$ cat src/cv_pkg.sv
// Console bus controller shared types, memory map and I/O port map
package cv_pkg;

  // ------------------------------
  // Bus widths
  // ------------------------------

  // CPU address and data
  typedef logic [15:0] addr_t;
  typedef logic [7:0]  data_t;

  // Cartridge ROM address, 64 pages of 16 KB
  typedef logic [19:0] cart_addr_t;
  typedef logic [5:0]  page_t;

  // Raw controller lines, all active low
  // Bit 0 up, 1 right, 2 down, 3 left, 4 left fire
  typedef logic [4:0]  joy_t;
  typedef logic [3:0]  key_t;

  // Controller connector mode
  typedef enum logic {
    CTRL_KEYPAD   = 1'b0,
    CTRL_JOYSTICK = 1'b1
  } ctrl_mode_e;

  // ------------------------------
  // Memory map
  // ------------------------------

  // Top three address bits of the BIOS, 0x0000-0x1FFF
  localparam logic [2:0] BIOS_BASE_NIB = 3'b000;
  // Top three address bits of the RAM, 0x6000-0x7FFF
  localparam logic [2:0] RAM_BASE_NIB  = 3'b011;
  // Cartridge lives in the upper half, 0x8000-0xFFFF
  // The two bits below pick the 8 KB window
  localparam int CART_BASE_BIT = 15;

  // Reads from here up switch the cartridge page
  localparam addr_t PAGE_SEL_BASE = 16'hFFC0;

  // ------------------------------
  // I/O port groups, A7..A5
  // ------------------------------

  localparam logic [2:0] PORT_KEY_MODE = 3'b100;
  localparam logic [2:0] PORT_VDP      = 3'b101;
  localparam logic [2:0] PORT_JOY_MODE = 3'b110;
  // Write goes to the PSG, read returns controller data
  localparam logic [2:0] PORT_PSG_CTRL = 3'b111;

  // ------------------------------
  // Misc
  // ------------------------------

  // 10.7 MHz enables per CPU enable, gives 3.58 MHz
  localparam int CPU_CEN_DIV = 3;

  // Pulled-up data bus
  localparam data_t BUS_IDLE = 8'hFF;

endpackage

$ cat src/cv_cpu_timing.sv
// CPU clock enable divider and M1 wait state generator
`timescale 1ns/10ps

module cv_cpu_timing (
  input  logic clk_i,
  input  logic reset_n_s,
  // 10.7 MHz enable from the board clock
  input  logic clk_en_10m7_i,
  input  logic m1_n_i,
  input  logic psg_ready_i,
  output logic cpu_cen_o,
  output logic wait_n_o
);

  localparam int CNT_W = $clog2(cv_pkg::CPU_CEN_DIV);

  // Enable counter, wraps after the last step
  logic [CNT_W-1:0] div_q;
  logic             div_last_s;
  // Extra wait cycle for every opcode fetch
  logic             m1_wait_q;

  // ------------------------------
  // Clock enable divider
  // ------------------------------

  assign div_last_s = (div_q == CNT_W'(cv_pkg::CPU_CEN_DIV - 1));

  always_ff @(posedge clk_i or negedge reset_n_s)
  begin
    if (!reset_n_s)
    begin
      div_q <= '0;
    end
    else if (clk_en_10m7_i)
    begin
      // Count only on the fast enable
      div_q <= div_last_s ? '0 : div_q + 1'b1;
    end
  end

  // Pulse coincides with every third fast enable
  assign cpu_cen_o = clk_en_10m7_i & div_last_s;

  // ------------------------------
  // M1 wait flip-flop
  // ------------------------------

  always_ff @(posedge clk_i or negedge reset_n_s)
  begin
    if (!reset_n_s)
    begin
      m1_wait_q <= 1'b0;
    end
    else if (m1_n_i)
    begin
      // Held clear outside fetch cycles
      m1_wait_q <= 1'b0;
    end
    else if (cpu_cen_o)
    begin
      m1_wait_q <= ~m1_wait_q;
    end
  end

  // Wait while flag set or PSG busy
  assign wait_n_o = psg_ready_i & ~m1_wait_q;

endmodule

$ cat src/cv_addr_dec.sv
// Memory and I/O address decoder with active-low chip selects
`timescale 1ns/10ps

module cv_addr_dec (
  input  cv_pkg::addr_t addr_i,
  input  logic          mreq_n_i,
  input  logic          iorq_n_i,
  input  logic          rd_n_i,
  input  logic          wr_n_i,
  input  logic          m1_n_i,
  input  logic          rfsh_n_i,
  // Memory selects
  output logic          bios_ce_n_o,
  output logic          ram_ce_n_o,
  output logic [3:0]    cart_en_n_o,
  // I/O selects
  output logic          vdp_r_n_o,
  output logic          vdp_w_n_o,
  output logic          psg_we_n_o,
  output logic          ctrl_r_n_o,
  output logic          ctrl_key_wr_n_o,
  output logic          ctrl_joy_wr_n_o,
  // Read in the page select area
  output logic          page_sel_o
);

  localparam int CB = cv_pkg::CART_BASE_BIT;

  logic       mem_acc_s;
  logic       mem_rd_s;
  logic       cart_rd_s;
  logic       io_rd_s;
  logic       io_wr_s;
  logic [2:0] port_grp_s;

  // ------------------------------
  // Cycle qualification
  // ------------------------------

  // Refresh drives mreq too, so mask it
  assign mem_acc_s = ~mreq_n_i & rfsh_n_i;
  assign mem_rd_s  = mem_acc_s & ~rd_n_i;

  // iorq with m1 low is an interrupt acknowledge
  assign io_rd_s = ~iorq_n_i & m1_n_i & ~rd_n_i;
  assign io_wr_s = ~iorq_n_i & m1_n_i & ~wr_n_i;

  // Only A7..A5 are decoded on I/O
  assign port_grp_s = addr_i[7:5];

  // ------------------------------
  // Memory map
  // ------------------------------

  // BIOS and RAM follow the region, read or write
  assign bios_ce_n_o = ~(mem_acc_s && addr_i[15:13] == cv_pkg::BIOS_BASE_NIB);
  assign ram_ce_n_o  = ~(mem_acc_s && addr_i[15:13] == cv_pkg::RAM_BASE_NIB);

  // Cartridge is ROM, reads only
  assign cart_rd_s = mem_rd_s & addr_i[CB];

  always_comb
  begin
    // One enable per 8 KB window
    for (int w = 0; w < 4; w++)
    begin
      cart_en_n_o[w] = ~(cart_rd_s && addr_i[CB-1:CB-2] == w[1:0]);
    end
  end

  // Top 64 bytes of the map switch the page
  assign page_sel_o = mem_rd_s && (addr_i >= cv_pkg::PAGE_SEL_BASE);

  // ------------------------------
  // I/O map
  // ------------------------------

  // VDP has separate read and write strobes
  assign vdp_r_n_o = ~(io_rd_s && port_grp_s == cv_pkg::PORT_VDP);
  assign vdp_w_n_o = ~(io_wr_s && port_grp_s == cv_pkg::PORT_VDP);

  // Group 111 is shared, PSG on write and controller on read
  assign psg_we_n_o = ~(io_wr_s && port_grp_s == cv_pkg::PORT_PSG_CTRL);
  assign ctrl_r_n_o = ~(io_rd_s && port_grp_s == cv_pkg::PORT_PSG_CTRL);

  // Mode switch strobes, data is ignored
  assign ctrl_key_wr_n_o = ~(io_wr_s && port_grp_s == cv_pkg::PORT_KEY_MODE);
  assign ctrl_joy_wr_n_o = ~(io_wr_s && port_grp_s == cv_pkg::PORT_JOY_MODE);

endmodule

$ cat src/cv_cart_mapper.sv
// Cartridge page register and 20-bit cartridge address generation
`timescale 1ns/10ps

module cv_cart_mapper (
  input  logic               clk_i,
  input  logic               reset_n_s,
  input  cv_pkg::addr_t      addr_i,
  input  logic               mreq_n_i,
  input  logic               rd_n_i,
  // Memory read at or above the page select base
  input  logic               page_sel_i,
  // Page mask of the inserted cartridge, zero for plain carts
  input  cv_pkg::page_t      cart_pages_i,
  output cv_pkg::cart_addr_t cart_a_o,
  output logic               cart_rd_o
);

  localparam int CB = cv_pkg::CART_BASE_BIT;

  // Page mapped into 0xC000-0xFFFF
  cv_pkg::page_t page_q;
  logic          paging_on_s;

  // ------------------------------
  // Page register
  // ------------------------------

  assign paging_on_s = |cart_pages_i;

  always_ff @(posedge clk_i or negedge reset_n_s)
  begin
    if (!reset_n_s)
    begin
      page_q <= '0;
    end
    else if (page_sel_i && paging_on_s)
    begin
      // Mask to the pages that exist
      page_q <= addr_i[5:0] & cart_pages_i;
    end
  end

  // ------------------------------
  // Address generation
  // ------------------------------

  // Lower 16 KB fixed on page 0, upper 16 KB switched
  assign cart_a_o = addr_i[CB-1] ? {page_q, addr_i[13:0]}
                                 : {6'd0, addr_i[13:0]};

  // Any read in the cartridge half
  assign cart_rd_o = addr_i[CB] & ~mreq_n_i & ~rd_n_i;

endmodule

$ cat src/cv_ctrl.sv
// Controller port mode register and controller read byte formatting
`timescale 1ns/10ps

module cv_ctrl (
  input  logic          clk_i,
  input  logic          reset_n_s,
  // Mode strobes from the port decoder
  input  logic          key_wr_n_i,
  input  logic          joy_wr_n_i,
  // Low reads player 1, high reads player 2
  input  logic          a1_i,
  input  cv_pkg::joy_t  p1_joy_n_i,
  input  cv_pkg::key_t  p1_key_n_i,
  input  logic          p1_fire_r_n_i,
  input  cv_pkg::joy_t  p2_joy_n_i,
  input  cv_pkg::key_t  p2_key_n_i,
  input  logic          p2_fire_r_n_i,
  // Common lines of both connectors
  output logic          key_sel_n_o,
  output logic          joy_sel_n_o,
  output cv_pkg::data_t d_o
);

  cv_pkg::ctrl_mode_e mode_q;

  // Lines of the addressed player
  cv_pkg::joy_t joy_s;
  cv_pkg::key_t key_s;
  logic         fire_r_s;

  // ------------------------------
  // Mode register
  // ------------------------------

  always_ff @(posedge clk_i or negedge reset_n_s)
  begin
    if (!reset_n_s)
    begin
      mode_q <= cv_pkg::CTRL_KEYPAD;
    end
    else if (!key_wr_n_i)
    begin
      mode_q <= cv_pkg::CTRL_KEYPAD;
    end
    else if (!joy_wr_n_i)
    begin
      mode_q <= cv_pkg::CTRL_JOYSTICK;
    end
  end

  // One half of the controller is powered at a time
  assign key_sel_n_o = (mode_q != cv_pkg::CTRL_KEYPAD);
  assign joy_sel_n_o = (mode_q != cv_pkg::CTRL_JOYSTICK);

  // ------------------------------
  // Read byte
  // ------------------------------

  assign joy_s    = a1_i ? p2_joy_n_i : p1_joy_n_i;
  assign key_s    = a1_i ? p2_key_n_i : p1_key_n_i;
  assign fire_r_s = a1_i ? p2_fire_r_n_i : p1_fire_r_n_i;

  always_comb
  begin
    if (mode_q == cv_pkg::CTRL_JOYSTICK)
    begin
      // Left fire in bit 6, directions in the low nibble
      d_o = {1'b1, joy_s[4], 2'b11, joy_s[3], joy_s[2], joy_s[1], joy_s[0]};
    end
    else
    begin
      // Right fire in bit 6, key code in the low nibble
      d_o = {1'b1, fire_r_s, 2'b11, key_s};
    end
  end

endmodule

$ cat src/cv_bus_mux.sv
// Read data multiplexer toward the CPU
`timescale 1ns/10ps

module cv_bus_mux (
  input  logic          bios_ce_n_i,
  input  logic          ram_ce_n_i,
  input  logic [3:0]    cart_en_n_i,
  input  logic          vdp_r_n_i,
  input  logic          ctrl_r_n_i,
  input  logic          rd_n_i,
  input  cv_pkg::data_t bios_d_i,
  input  cv_pkg::data_t ram_d_i,
  input  cv_pkg::data_t cart_d_i,
  input  cv_pkg::data_t vdp_d_i,
  input  cv_pkg::data_t ctrl_d_i,
  output cv_pkg::data_t d_o
);

  logic cart_sel_s;

  // Any of the four windows
  assign cart_sel_s = ~&cart_en_n_i;

  always_comb
  begin
    // Memory selects also cover writes, so qualify by rd
    if (!rd_n_i && !bios_ce_n_i)
    begin
      d_o = bios_d_i;
    end
    else if (!rd_n_i && !ram_ce_n_i)
    begin
      d_o = ram_d_i;
    end
    else if (!rd_n_i && cart_sel_s)
    begin
      d_o = cart_d_i;
    end
    else if (!vdp_r_n_i)
    begin
      d_o = vdp_d_i;
    end
    else if (!ctrl_r_n_i)
    begin
      d_o = ctrl_d_i;
    end
    else
    begin
      d_o = cv_pkg::BUS_IDLE;
    end
  end

endmodule

$ cat src/cv_console.sv
// Console bus controller top level joining timing, decode, mapper, controller and mux
`timescale 1ns/10ps

module cv_console (
  input  logic               clk_i,
  input  logic               reset_n_s,
  input  logic               clk_en_10m7_i,
  // CPU bus
  input  cv_pkg::addr_t      addr_i,
  input  cv_pkg::data_t      data_i,
  input  logic               mreq_n_i,
  input  logic               iorq_n_i,
  input  logic               rd_n_i,
  input  logic               wr_n_i,
  input  logic               m1_n_i,
  input  logic               rfsh_n_i,
  output cv_pkg::data_t      data_o,
  output logic               cpu_cen_o,
  output logic               wait_n_o,
  // Write data toward RAM, VDP and PSG
  output cv_pkg::data_t      bus_d_o,
  // BIOS and RAM
  output logic               bios_ce_n_o,
  input  cv_pkg::data_t      bios_d_i,
  output logic               ram_ce_n_o,
  output logic [14:0]        ram_a_o,
  input  cv_pkg::data_t      ram_d_i,
  // Cartridge
  input  cv_pkg::page_t      cart_pages_i,
  output logic [3:0]         cart_en_n_o,
  output cv_pkg::cart_addr_t cart_a_o,
  output logic               cart_rd_o,
  input  cv_pkg::data_t      cart_d_i,
  // VDP and PSG
  output logic               vdp_r_n_o,
  output logic               vdp_w_n_o,
  input  cv_pkg::data_t      vdp_d_i,
  output logic               psg_we_n_o,
  input  logic               psg_ready_i,
  // Controllers
  input  cv_pkg::joy_t       p1_joy_n_i,
  input  cv_pkg::key_t       p1_key_n_i,
  input  logic               p1_fire_r_n_i,
  input  cv_pkg::joy_t       p2_joy_n_i,
  input  cv_pkg::key_t       p2_key_n_i,
  input  logic               p2_fire_r_n_i,
  output logic               key_sel_n_o,
  output logic               joy_sel_n_o
);

  logic          ctrl_r_n_s;
  logic          ctrl_key_wr_n_s;
  logic          ctrl_joy_wr_n_s;
  logic          page_sel_s;
  cv_pkg::data_t ctrl_d_s;

  assign ram_a_o = addr_i[14:0];
  assign bus_d_o = data_i;

  // ------------------------------
  // Clock enable and wait
  // ------------------------------

  cv_cpu_timing timing_i (
    .clk_i(clk_i), .reset_n_s(reset_n_s), .clk_en_10m7_i(clk_en_10m7_i),
    .m1_n_i(m1_n_i), .psg_ready_i(psg_ready_i),
    .cpu_cen_o(cpu_cen_o), .wait_n_o(wait_n_o)
  );

  // ------------------------------
  // Decode and mapper
  // ------------------------------

  cv_addr_dec addr_dec_i (
    .addr_i(addr_i), .mreq_n_i(mreq_n_i), .iorq_n_i(iorq_n_i),
    .rd_n_i(rd_n_i), .wr_n_i(wr_n_i), .m1_n_i(m1_n_i), .rfsh_n_i(rfsh_n_i),
    .bios_ce_n_o(bios_ce_n_o), .ram_ce_n_o(ram_ce_n_o), .cart_en_n_o(cart_en_n_o),
    .vdp_r_n_o(vdp_r_n_o), .vdp_w_n_o(vdp_w_n_o), .psg_we_n_o(psg_we_n_o),
    .ctrl_r_n_o(ctrl_r_n_s), .ctrl_key_wr_n_o(ctrl_key_wr_n_s),
    .ctrl_joy_wr_n_o(ctrl_joy_wr_n_s), .page_sel_o(page_sel_s)
  );

  cv_cart_mapper mapper_i (
    .clk_i(clk_i), .reset_n_s(reset_n_s), .addr_i(addr_i),
    .mreq_n_i(mreq_n_i), .rd_n_i(rd_n_i), .page_sel_i(page_sel_s),
    .cart_pages_i(cart_pages_i), .cart_a_o(cart_a_o), .cart_rd_o(cart_rd_o)
  );

  // ------------------------------
  // Controllers and read mux
  // ------------------------------

  // A1 picks the player
  cv_ctrl ctrl_i (
    .clk_i(clk_i), .reset_n_s(reset_n_s),
    .key_wr_n_i(ctrl_key_wr_n_s), .joy_wr_n_i(ctrl_joy_wr_n_s), .a1_i(addr_i[1]),
    .p1_joy_n_i(p1_joy_n_i), .p1_key_n_i(p1_key_n_i), .p1_fire_r_n_i(p1_fire_r_n_i),
    .p2_joy_n_i(p2_joy_n_i), .p2_key_n_i(p2_key_n_i), .p2_fire_r_n_i(p2_fire_r_n_i),
    .key_sel_n_o(key_sel_n_o), .joy_sel_n_o(joy_sel_n_o), .d_o(ctrl_d_s)
  );

  cv_bus_mux bus_mux_i (
    .bios_ce_n_i(bios_ce_n_o), .ram_ce_n_i(ram_ce_n_o), .cart_en_n_i(cart_en_n_o),
    .vdp_r_n_i(vdp_r_n_o), .ctrl_r_n_i(ctrl_r_n_s), .rd_n_i(rd_n_i),
    .bios_d_i(bios_d_i), .ram_d_i(ram_d_i), .cart_d_i(cart_d_i),
    .vdp_d_i(vdp_d_i), .ctrl_d_i(ctrl_d_s), .d_o(data_o)
  );

endmodule

$ cat config.mk
export PLATFORM = sky130hd
export DESIGN_NAME = cv_console
export DESIGN_NICKNAME = d
export VERILOG_FILES = /design/src/cv_pkg.sv /design/src/cv_cpu_timing.sv /design/src/cv_addr_dec.sv /design/src/cv_cart_mapper.sv /design/src/cv_ctrl.sv /design/src/cv_bus_mux.sv /design/src/cv_console.sv
export SDC_FILE = /design/constraint.sdc
export NUM_CORES = 1
export LEC_CHECK = 0
export ABC_AREA = 1
export BUFFER_PORTS_ARGS = -buffer_cell sky130_fd_sc_hd__buf_2
export CORE_MARGIN = 2
export CORE_UTILIZATION = 40
export CTS_BUF_LIST = sky130_fd_sc_hd__clkbuf_4
export DETAILED_ROUTE_END_ITERATION = 16
export MAX_ROUTING_LAYER = met4
export PLACE_DENSITY = 0.95
export SLEW_MARGIN = 20
export SYNTH_ARGS = -nofsm -noshare
export SYNTH_HDL_FRONTEND = slang
export SYNTH_SLANG_ARGS = --single-unit
$ cat constraint.sdc
create_clock -name clk_i -period 2.9 [get_ports clk_i]
set_input_delay 0.435 -clock clk_i [delete_from_list [all_inputs] [get_ports clk_i]]
set_output_delay 0.435 -clock clk_i [all_outputs]
set_load 0.01 [all_outputs]
Yosys cells after proc, flatten, opt, wreduce, memory -nomap -nowiden:

Cells that the tools add are included.

* register bits after elaboration: 10
* output and inout bits: 65

* $add $sub $neg: 1
* order comparisons: 1
* equality and inequality tests: 9
* multiplexer cells: 15
* bitwise gates (word level): 26
* reduce and logical (&&, ||, !) cells: 25

Operator list (count)
* two-way mux 8 bit: 4
* two-way mux 20 bit: 1
* logical AND 1 bit: 17
* greater-or-equal comparator 16 bit, second input constant: 1
* NOT 1 bit: 15
* two-way mux 7 bit: 2
* == test 3 bit, second input constant: 4
* bitwise AND 1 bit: 10
* bitwise AND 6 bit: 1
* == test 2 bit, second input constant: 3
* OR reduction 6 bit: 1
* two-way mux 1 bit: 5
* two-way mux 5 bit: 1
* two-way mux 4 bit: 1
* AND reduction 4 bit: 1
* nonzero test 2 bit: 2
* == test 3 x 2 -> 1 bit, second input constant: 1
* logical NOT 3 bit: 1
* adder 2 x 1 -> 2 bit, second input constant: 1
* == test 2 x 1 -> 1 bit, second input constant: 1
* logical NOT 1 bit: 2
* logical NOT 2 bit: 1
* two-way mux 2 bit: 1

Longest topological paths before layout:

Gate-level depths: netlist of the first run.

* word-level depth: 12
* gate-level depth with buffers: 10

Modules after synthesis:

From an unflattened synthesis of the first run, not the netlist that was laid out.

* cell total of the unflattened synthesis: 319
* area total of the unflattened synthesis: 1790.5 µm²

Modules (own cells, without submodules)
* cv_bus_mux: instances 1, cells each 103, area each 521.8 µm²
* cv_cart_mapper: instances 1, cells each 68, area each 462.9 µm²
* cv_ctrl: instances 1, cells each 64, area each 300.3 µm²
* cv_addr_dec: instances 1, cells each 42, area each 186.4 µm²
* cv_console: instances 1, cells each 23, area each 172.7 µm²
* cv_cpu_timing: instances 1, cells each 19, area each 146.4 µm²

Worst setup path after synthesis of the first run:

Ideal clock, no wire load.

* path type: in2out
* start point: in addr_i[14]
* end point: out data_o[0]
* data arrival time: 1.413 ns
* setup slack: 1.052 ns
* stages on the path: 7
* path through: buf_4 nor2_4 nand4_2 buf_6 o21ai_2 inv_1 a21oi_1

* cells in the longest elaborated chain, start to end: 9
* elaborated cells between the ends (all ways): 24
* those cells by class: eq/ne (4); mux (3); bitwise (4); reduce/logical (13)

RTL lines
* start, declared: RTL line cv_console.sv:9 `input cv_pkg::addr_t addr_i,`
* == test 2 x 1 -> 1 bit, or another cell as far along: RTL line cv_addr_dec.sv:67 `cart_en_n_o[w] = ~(cart_rd_s && addr_i[CB-1:CB-2] == w[1:0]);`
* logical AND 1 bit: RTL line cv_addr_dec.sv:67
* NOT 1 bit: RTL line cv_addr_dec.sv:67
* AND reduction 4 bit: RTL line cv_bus_mux.sv:22 `assign cart_sel_s = ~&cart_en_n_i;`
* logical NOT 1 bit: RTL line cv_bus_mux.sv:22
* logical AND 1 bit: RTL line cv_bus_mux.sv:35 `else if (!rd_n_i && cart_sel_s)`
* two-way mux 8 bit: RTL line cv_bus_mux.sv:35
* two-way mux 8 bit: RTL line cv_bus_mux.sv:31 `else if (!rd_n_i && !ram_ce_n_i)`
* two-way mux 8 bit (*): RTL line cv_bus_mux.sv:27 `if (!rd_n_i && !bios_ce_n_i)`
* end, declared: RTL line cv_console.sv:17 `output cv_pkg::data_t data_o,`

Mark *: on every way between the ends. The rest lies on a longest branch, timed or not.

Worst setup path after layout of the first run:

* start point: in addr_i[14]
* end point: out data_o[5]

Same word-level chain as after synthesis.

==> reports/qor.yml, run 1 <==
placed_design:
  hpwl_um: 3970
  gp_congestion: 0.820
  io_buffers: 140
  placed_cell_area_um2: 2010
  dp.cells: 408
global_route:
  antenna_found_initial: 0
  grt_usage_pct: 20.9
  grt_pass1_vias: 1750
  grt_start_max_net_pins: 19
  grt-ovfl-total: 0
  grt_pass1_wl_um: 7150
sta:
  relSlewSlack_pct: 69.9
  finalSetupViolCount: 0
  slew_viol_final: 0
  hold_viol_final: 0
  min_period_ns: 2.23
  post-route-period-util_pct: 77.0
  setup_tns_ns: 0
  fmax_ghz: 0.448
  grt_setup_unrepaired: "false"
  finClkSkew_ns: 0.000368
  tightest_slew_ns: 0.450
route:
  drtAntennaViolNets: 0
  route.detailed.drc: 0
  initialDrtViolationCount: 90
  via_per_inst: 4.61
  wl_um: 4530
  dr.pass1.iters: 5
  routedWlPerCell_um: 11.0
  vias: 1900
cts:
  cts_root_buffer: "clkbuf_4"
  clkTransAtPathRegs_ns: 0.07
  cts_buffers: 3
  cts_hold_buf: 0
  cts_sinks: 10
  cts_tree: "done"
  insertion_delay_ns: 0.26
  cts_resized: 0
  cts_max_path_buffers: 2
  h-tree-depth: 1
  post_cts_buffers: 0
flow_run:
  cap_viol_max_count: 0
critical_path:
  path_common_cell: "buf_2"
  crit_required_ns: 2.47
  cp-start-kind: "input pin"
  arrival_ns: 1.80
  critical_path_class: "in -> out"
  endpoint_kind: "output port"
  cp_max_fo: 16
  crit_chain: "buf_2 -> nand2_1 -> nor2_2 -> nand3_2 -> o21ai_1 -> inv_1 -> a21oi_2 -> buf_2"
  slowest_delay_ns: 0.30
  critical_path.slowest_cell: "nand3_2"
yosys:
  ys_warn_count: 0
  ys_types: 29
  syn_inst: 263
  avgSynthCellArea_um2: 5.98
  syn_area_um2: 1570
  ys_seq_area_share_pct: 15.9
  synth_fp_nets: 355
  ys_ff_latch: 10
floorplanning:
  die_h_um: 66.7
  die_area_um2: 4450
  core-area_um2: 3720
  ios: 157
  rows: 22
  start_util_pct: 42.3
  die_width_um: 66.7
outcome:
  status: "finished, final reports clean"
finish:
  layout.nets: 457
  fin_cells: 412
  syn_to_final_growth_pct: 29.2
  final_cell_area_um2: 2030
  drive_above_1_share_pct: 46.4
  diodes: 0
power:
  peakVddDrop_mv: 0.203
  p_per_area_nw_per_um2: 250
  leakage_nw: 1.23
worst_hold_path:
  hp-class: "in -> async"
layout make-up:
type | count | area, um^2
Inverter | 47 | 176
Clock buffer | 3 | 22.5
Timing Repair Buffer | 140 | 701
Fill cell | 378 | 1680
Sequential cell | 10 | 250
Tap cell | 48 | 60.1
Multi-Input combinational cell | 163 | 818
Clock inverter | 1 | 3.75
cells by family after synthesis:
family,count (synthesis),synth area share (%)
flip-flops,10,15.9
AO/OA/AOI/OAI,36,15.3
buffers and inverters,90,32.1
AND/OR/NAND/NOR,127,36.8
cell usage after synthesis:
cell       n  share of area, %
a21oi_1    9               2.9
a21oi_2    2               1.1
buf_2      1              0.32
buf_4     38                18
buf_6      3               2.1
clkbuf_1   1              0.24
dfrtp_1   10                16
inv_1     43                10
inv_2      4              0.95
nand2_1   79                19
nand3_1   17               5.4
nand3_2    2               1.3
nand3_4    1               1.1
nand3b_1   3               1.4
nand4_1    1              0.40
nand4_2    1              0.80
nor2_1    15               3.6
nor2_2     2              0.80
nor2_4     2               1.4
nor3_1     1              0.32
nor4_1     1              0.40
nor4b_1    1              0.56
o211ai_1   3               1.4
o21ai_0    6               1.9
o21ai_1    3              0.95
o21ai_2   11               6.1
o21bai_1   1              0.48
o22ai_1    1              0.40
or2_2      1              0.40
registers in the layout, summed over array words and instances (netlist names):
signal	cells
mapper_i.page_q	6
timing_i.div_q	2
ctrl_i.key_sel_n_o	1
timing_i.m1_wait_q	1
power breakdown:
group / leakage (nW) / switching [W] / internal (W)
registers: 0.133 / 0.0000194 / 0.000159
clock network: 0.0154 / 0.0000449 / 0.0000495
logic: 1.09 / 0.000131 / 0.000103
per-stage QoR:
step           worst slack [ns]  util (%)  total power (W)  hold WS, ns
4_1_cts                   0.678      54.7         0.000514       0.0207
6_report                  0.667      54.7         0.000507       0.0234
2_1_floorplan              1.05         -         0.000331        0.139
3_3_place_gp              0.771      54.0         0.000410        0.300
5_1_grt                   0.503      54.7         0.000555       0.0182
3_5_place_dp              0.675      54.0         0.000418        0.304
worst max-delay path: cells and delay by family:
family	cells	cell delay (ns)
compound gates	2	0.38
buf+inv	3	0.46
simple gates	3	0.52
metal layers:
metal  GRT usage, %  routed length (um)
met5              -                   0
met2           40.1                2340
met4           6.38                 103
met3           3.38                 381
met1           21.6                1700
layout by cell type (no fill, tap or decap):
cell type / count
nor4b_1: 1
nand3_1: 17
buf_2: 140
inv_1: 43
nand3_2: 2
clkinv_1: 1
nor2_2: 2
clkbuf_4: 3
o211ai_1: 3
nor4_1: 1
nand2_1: 79
nand3b_1: 3
dfrtp_1: 10
o21ai_2: 11
o22ai_1: 1
nor2_1: 15
inv_2: 4
o21ai_0: 6
nand3_4: 1
o21ai_1: 3
nor2_4: 2
or2_2: 1
a21oi_2: 2
a21oi_1: 9
nand4_2: 1
nand4_1: 1
nor3_1: 1
o21bai_1: 1
final timing paths:
| check | startpoint | end | slack [ns] | cells after the start |
|---|---|---|---|---|
| setup reg to reg | ctrl_i.key_sel_n_o$_DFFE_PN0P_ | ctrl_i.key_sel_n_o$_DFFE_PN0P_ | 2.02 | 2 |
| max in group asynchronous | reset_n_s | mapper_i.page_q[0]$_DFFE_PN0P_ | 2.68 | 1 |
| hold / removal | reset_n_s | timing_i.m1_wait_q$_DFFE_PN0P_ | 0.02 | 1 |
| hold reg to reg | timing_i.m1_wait_q$_DFFE_PN0P_ | timing_i.m1_wait_q$_DFFE_PN0P_ | 0.49 | 1 |
| min in group clk_i | clk_en_10m7_i | timing_i.div_q[0]$_DFFE_PN0P_ | 0.40 | 2 |
| setup / recovery | addr_i[14] | data_o[5] | 0.67 | 8 |
Power figures use the tool's default switching activity.
==> run 2: changes to the inputs <==
ABC_AREA = 0   (was 1)
CORE_UTILIZATION = 35   (was 40)
PLACE_DENSITY = 0.91   (was 0.95)
clock period = 2.3 ns   (was 2.9 ns; I/O delays follow)
==> run 2 against run 1 <==
- sequential share of layout area grew 1.0 points
- count of clock-buffer cells in the layout is the same
- critical path depth shrank 3
- largest power group unchanged
- via count shrank 17%
==> reports/qor.yml, run 2 <==
finish:
  multi_input_area_um2: 769  # -6.0%
  final_cell_mix: "buf_2 (140), nand2_1 (19), nor2_1 (18)"
  largest_reg_flops: 6  # unchanged
  diodes: 0  # unchanged
  fin_cells: 329  # -20%
  layout.nets: 375  # -18%
  top_regs: "mapper_i.page_q: 6 flops, timing_i.div_q: 2 flops"
  final_common_cell: "buf_2"
  regMostFlops: "mapper_i.page_q"
  syn_to_final_growth_pct: 37.2
  drive_above_1_share_pct: 56.9  # +11 points
  fill_cells: 374  # -1.1%
  regArea_um2: 251  # +0.50%
yosys:
  syn_inst: 179  # -32%
  synthTopCellsByCount: "buf_4 (37), nand2_1 (19), nor2_1 (18)"
  synth.most_common_cell: "buf_4"
  synth_fp_nets: 271  # -24%
  async_reset_ff_share_pct: 100  # unchanged
  ys_ff_latch: 10  # unchanged
  synth-edff-count: 0  # unchanged
  ys_seq_area_share_pct: 18.2  # +2.3 points
  avgSynthCellArea_um2: 7.66  # +28%
  synth_ff_type: "dfrtp_1"
  ys_types: 33  # +14%
  netlist_top_cells_area: "buf_4 (20%), dfrtp_1 (18%), mux4_2 (8.2%), nor4_1 (5.9%), nand2_1 (5.2%)"
  synth_top_cell_by_area: "buf_4"
  synth_top_area_share_pct: 20.3  # +1.4 points
  syn_area_um2: 1370  # -13%
  ys_warn_count: 0  # unchanged
power:
  combPwrFrac_pct: 45.5  # -0.7 points
  leakage_nw: 1.02  # -17%
  pwr-share-seq_pct: 35.3  # about the same
  peakVddDrop_mv: 0.299  # +48%
  p_clk_share_pct: 19.2  # +0.6 points
  p_per_area_nw_per_um2: 322  # +29%
  p_sw_share_pct: 33.7  # -4.8 points
  finalPower_w: 0.000607  # +20%
  p_int_w: 0.000402  # +29%
  p_switching_w: 0.000205  # +4.8%
critical_path:
  crit_start: "ctrl_i.key_sel_n_o$_DFFE_PN0P_"
  cp_max_fo: 8  # -8
  r2r-start: "timing_i.div_q[0]$_DFFE_PN0P_"
  cp-start-kind: "flop"
  r2r_slack_ns: 1.39  # -0.63 ns
  endpoint_kind: "output port"
  crit_required_ns: 1.96  # -0.51 ns
  arrival_ns: 1.82  # +0.02 ns
  critical_path_class: "reg -> out"
route:
  vias: 1582  # -17%
  routedWlPerCell_um: 12.7  # +15%
  wl_um: 4170  # -7.9%
  initialDrtViolationCount: 95  # +5.6%
  route.detailed.drc: 0  # unchanged
  dr.pass1.iters: 5  # unchanged
  via_per_inst: 4.81  # +4.3%
  drtAntennaViolNets: 0  # unchanged
cts:
  cts_max_path_buffers: 2  # unchanged
  cts_tree: "done"
  cts_buffers: 3  # unchanged
  cts_root_buffer: "clkbuf_4"
  h-tree-depth: 1  # unchanged
  clkTransAtPathRegs_ns: 0.06  # about the same
  insertion_delay_ns: 0.25  # about the same
  cts_sinks: 10  # unchanged
flow_run:
  cap_viol_max_count: 0  # unchanged
global_route:
  grt_pass1_vias: 1427  # -18%
  grt_pass1_wl_um: 6180  # -14%
  grt_start_max_net_pins: 17  # -2
  grt-ovfl-total: 0  # unchanged
  antenna_found_initial: 0  # unchanged
  grt_usage_pct: 18.5  # -2.4 points
floorplanning:
  die_area_um2: 4430  # -0.33%
  rows: 22  # unchanged
  start_util_pct: 36.9  # -5.4 points
  ios: 157  # unchanged
  die_width_um: 66.6  # -0.16%
  core-area_um2: 3720  # unchanged
  die_h_um: 66.6  # -0.16%
sta:
  post-route-period-util_pct: 94.1
  fmax_ghz: 0.462
  finalSetupViolCount: 0  # unchanged
  grt_setup_unrepaired: "false"
  min_period_ns: 2.16
  hold_viol_final: 0  # unchanged
  setup_tns_ns: 0  # unchanged
  finClkSkew_ns: 0.0000639  # -0.000304 ns
  slew_viol_final: 0  # unchanged
  tightest_slew_ns: 0.340  # -0.110 ns
  relSlewSlack_pct: 77.0  # +7.1 points
outcome:
  status: "finished, final reports clean"
worst_hold_path:
  hp-class: "in -> reg"
  min_from: "m1_n_i"
placed_design:
  io_buffers: 140  # unchanged
  hpwl_um: 3660  # -7.7%
  dp.cells: 325  # -20%
  gp_congestion: 0.806  # -1.6%
==> run 2: changes by cell type in the layout (fill, tap and decap cells not counted), sizes merged, moves of 5 or more <==
cell / before / now
nand2: 79 / 19
inv: 47 / 8
o21ai: 20 / 1
nand3: 20 / 2
nor4: 1 / 13
a21oi: 11 / 0
a31oi: 0 / 8
or4: 0 / 8
mux2i: 0 / 7
and2: 0 / 6
buf: 140 / 145
mux4: 0 / 5
or3: 0 / 5
==> run 2: path summary, 6_finish.rpt <==
| kind | cells after the start | endpoint |
|---|---|---|
| setup / recovery | 5 | data_o[3] |
| max in group asynchronous | 2 | ctrl_i.key_sel_n_o$_DFFE_PN0P_ |
| hold / removal | 2 | timing_i.m1_wait_q$_DFFE_PN0P_ |
| hold reg to reg | 1 | timing_i.div_q[1]$_DFFE_PN0P_ |
| min in group asynchronous | 2 | mapper_i.page_q[3]$_DFFE_PN0P_ |
| setup reg to reg | 4 | timing_i.m1_wait_q$_DFFE_PN0P_ |
==> run 2: power groups by stage <==
| stage | Sequential [W] | Clock [W] | Combinational (W) |
|---|---|---|---|
| final | 0.000214 | 0.000116 | 0.000276 |
| after global routing | 0.000219 | 0.000137 | 0.000302 |
| after CTS | 0.000215 | 0.000119 | 0.000280 |
| after detailed placement | 0.000218 | 0 | 0.000277 |
| after global placement | 0.000217 | 0 | 0.000273 |
| after floorplan | 0.000215 | 0 | 0.000173 |
==> run 2: through the flow <==
step                      setup WS, ns  hold WS [ns]  cell area [um^2]  utilization, %
after floorplan                  0.221        0.0494              1370               -
after global placement           0.167         0.214              1850            49.7
after detailed placement         0.136         0.216              1850            49.7
after CTS                       0.0544         0.257              1880            50.6
after global routing            0.0235         0.267              1880            50.6
final                            0.135         0.265              1880            50.6
==> run 2: metal layers <==
layer	routed length, um	track usage [%]	vias up
li1	-	-	800
met1	1520	19.1	700
met2	2310	36.8	76
met3	284	0.507	6
met4	58	6.89	0
met5	0	-	-
==> run 2: what timing repair did <==
action	4_1_cts	5_1_grt
hold buffers	1	0
setup endpoints to repair	0	5
setup buffers	0	0
hold endpoints to repair	10	0
gates resized for setup	0	1
==> run 2: layout make-up <==
| type | instances | area share [%] |
|---|---|---|
| clock buffer | 3 | 1.20 |
| timing repair buffer | 146 | 39.8 |
| multi-input combinational | 114 | 40.9 |
| inverter | 8 | 1.60 |
| tap | 48 | 3.19 |
| sequential | 10 | 13.4 |
==> run 2: cell families (layout without fill, tap and decap cells) <==
kind of cell | after synthesis | in the layout | share of synthesized area [%]
AO/OA/AOI/OAI | 9 | 9 | 4.01
AND/OR/NAND/NOR | 91 | 91 | 37.3
buffers and inverters | 55 | 157 | 25.6
multiplexers | 13 | 13 | 14.1
XOR/XNOR | 1 | 1 | 0.639
flip-flops | 10 | 10 | 18.2
==> run 2: worst max-delay path, stage by stage, from the launching register on <==
cell and delay, ns:
dfrtp_2 0.46, mux4_2 0.25, nor4_1 0.05, or4_1 0.50
a31oi_1 0.16, buf_2 0.15
==> run 3: changes to the inputs <==
SETUP_SLACK_MARGIN = 0.2   (was not set)
==> run 3 against run 2 <==
- sequential power is essentially flat
- routed wire length is 9.5% higher
- combinational power up 7%
- final cell count is 2.4% higher
- critical endpoint is now data_o[6]
- highest routed layer unchanged
- worst hold slack is essentially flat
- flip-flop and latch count unchanged
- total power grew 2.7%
- final area is 5.5% higher
- sequential share of layout area is 0.70 points lower
- worst setup slack improved by 0.026 ns
==> reports/qor.yml, run 3 (synthesis results as in run 2) <==
sta:
  setup_tns_ns: 0  # unchanged
  finClkSkew_ns: 0.0000639  # -0.0000000555 ns
  finalSetupViolCount: 0  # unchanged
  fmax_ghz: 0.467  # +1.2%
  relSlewSlack_pct: 77.0  # unchanged
  tightest_slew_ns: 0.340  # unchanged
  post-route-period-util_pct: 93.0  # -1.1 points
  slew_viol_final: 0  # unchanged
  grt_setup_unrepaired: "true"
  min_period_ns: 2.14  # -0.0255 ns
  hold_viol_final: 0  # unchanged
cts:
  cts_root_buffer: "clkbuf_4"
  insertion_delay_ns: 0.25  # about the same
  cts_sinks: 10  # unchanged
  clkTransAtPathRegs_ns: 0.06  # about the same
  cts_max_path_buffers: 2  # unchanged
  cts_tree: "done"
  cts_buffers: 3  # unchanged
  h-tree-depth: 1  # unchanged
floorplanning:
  core-area_um2: 3720  # unchanged
  die_width_um: 66.6  # unchanged
  die_area_um2: 4430  # unchanged
  ios: 157  # unchanged
  start_util_pct: 36.9  # unchanged
  die_h_um: 66.6  # unchanged
  rows: 22  # unchanged
critical_path:
  path_common_cell: "buf_2"
  crit_chain: "buf_2 -> or3b_4 -> or4_4 -> buf_8 -> a31oi_1 -> buf_2"
  critical_path_class: "in -> out"
  cp_max_fo: 16  # +8
  worst-path-buf-inv: 3  # +2
  critical_path.slowest_cell: "or4_4"
  crit_required_ns: 1.96  # about the same
  slowest_delay_ns: 0.44  # -0.06 ns
  arrival_ns: 1.79  # -0.03 ns
  cp-start-kind: "input pin"
  endpoint_kind: "output port"
  cp_top_family: "simple AND/OR/NAND/NOR gates"
finish:
  post-route-util_pct: 53.4  # +2.8 points
  layout.nets: 383  # +2.1%
  largest_reg_flops: 6  # unchanged
  regMostFlops: "mapper_i.page_q"
  top_regs: "mapper_i.page_q: 6 flops, timing_i.div_q: 2 flops"
  diodes: 0  # unchanged
  drive_above_1_share_pct: 59.9  # +2.9 points
  syn_to_final_growth_pct: 44.8
  final_common_cell: "buf_2"
  final_cell_mix: "buf_2 (141), nand2_1 (19), nor2_1 (17)"
placed_design:
  hpwl_um: 3660  # unchanged
  io_buffers: 140  # unchanged
  gp_congestion: 0.806  # unchanged
worst_hold_path:
  hp-class: "in -> reg"
route:
  initialDrtViolationCount: 90  # -5.3%
  routedWlPerCell_um: 13.6  # +6.9%
  wl_um: 4570  # +9.5%
  dr.pass1.iters: 4  # -1
  vias: 1651  # +4.4%
  drtAntennaViolNets: 0  # unchanged
  via_per_inst: 4.90  # +1.9%
  route.detailed.drc: 0  # unchanged
flow_run:
  cap_viol_max_count: 0  # unchanged
global_route:
  grt_pass1_vias: 1452  # +1.8%
  grt_pass1_wl_um: 6260  # +1.3%
  grt_usage_pct: 18.8  # +0.26 points
  grt-ovfl-total: 0  # unchanged
  antenna_found_initial: 0  # unchanged
  grt_start_max_net_pins: 17  # unchanged
power:
  p_per_area_nw_per_um2: 314  # -2.7%
  leakage_nw: 1.07  # +5.0%
  peakVddDrop_mv: 0.298  # -0.45%
outcome:
  status: "finished, final reports clean"
[run 3: cell types whose count changed in the layout (fill, tap and decap cells not counted), sizes merged]
cell    delta
buf        +7
and4bb     +1
[run 3: timing repair]
action | in CTS | in global routing
hold endpoints to repair | 10 | 0
hold buffers | 1 | 0
gates cloned | 0 | 2
resized for setup | 2 | 8
setup endpoints to repair | 8 | 8
pin swaps | 6 | 4
buffers inserted | 3 | 3
[run 3: final timing paths]
check / to / slack (ns) / start / depth (start not counted)
max: data_o[6] / 0.16 / mreq_n_i / 6
min: timing_i.m1_wait_q$_DFFE_PN0P_ / 0.27 / m1_n_i / 2
max reg2reg: ctrl_i.key_sel_n_o$_DFFE_PN0P_ / 1.34 / ctrl_i.key_sel_n_o$_DFFE_PN0P_ / 2
min reg2reg: timing_i.div_q[1]$_DFFE_PN0P_ / 0.49 / timing_i.div_q[1]$_DFFE_PN0P_ / 1
max in group asynchronous: ctrl_i.key_sel_n_o$_DFFE_PN0P_ / 1.62 / reset_n_s / 2
min in group asynchronous: mapper_i.page_q[3]$_DFFE_PN0P_ / 0.47 / reset_n_s / 2
[run 3: per-layer routing]
layer	vias up	GRT usage [%]	wire length (um)
li1	819	-	-
met2	84	37.3	2600
met5	-	-	0
met4	0	7.65	119
met1	736	19.0	1540
met3	12	0.676	310
[run 3: metrics by stage]
stage	instance area [um^2]	power [W]	setup WS (ns)	std cells	hold WS, ns
floorplan	1370	0.000388	0.221	179	0.0494
global placement	1850	0.000489	0.167	325	0.214
detailed placement	1850	0.000495	0.136	325	0.216
CTS	1910	0.000621	0.151	332	0.257
global route	1990	0.000674	0.0647	337	0.267
finish	1990	0.000623	0.161	337	0.265
[run 3: cell type report]
cell class / count / area [um^2]
clock buffer: 3 / 22.5
fill: 363 / 1730
inverter: 8 / 30.0
multi-input combinational: 115 / 816
sequential: 10 / 251
tap: 48 / 60.1
timing repair buffer: 153 / 806
[run 3: where the power goes]
part / internal [W] / total [W] / switching, W
sequential: 0.000195 / 0.000212 / 0.0000169
combinational: 0.000156 / 0.000295 / 0.000139
clock: 0.0000603 / 0.000116 / 0.0000555
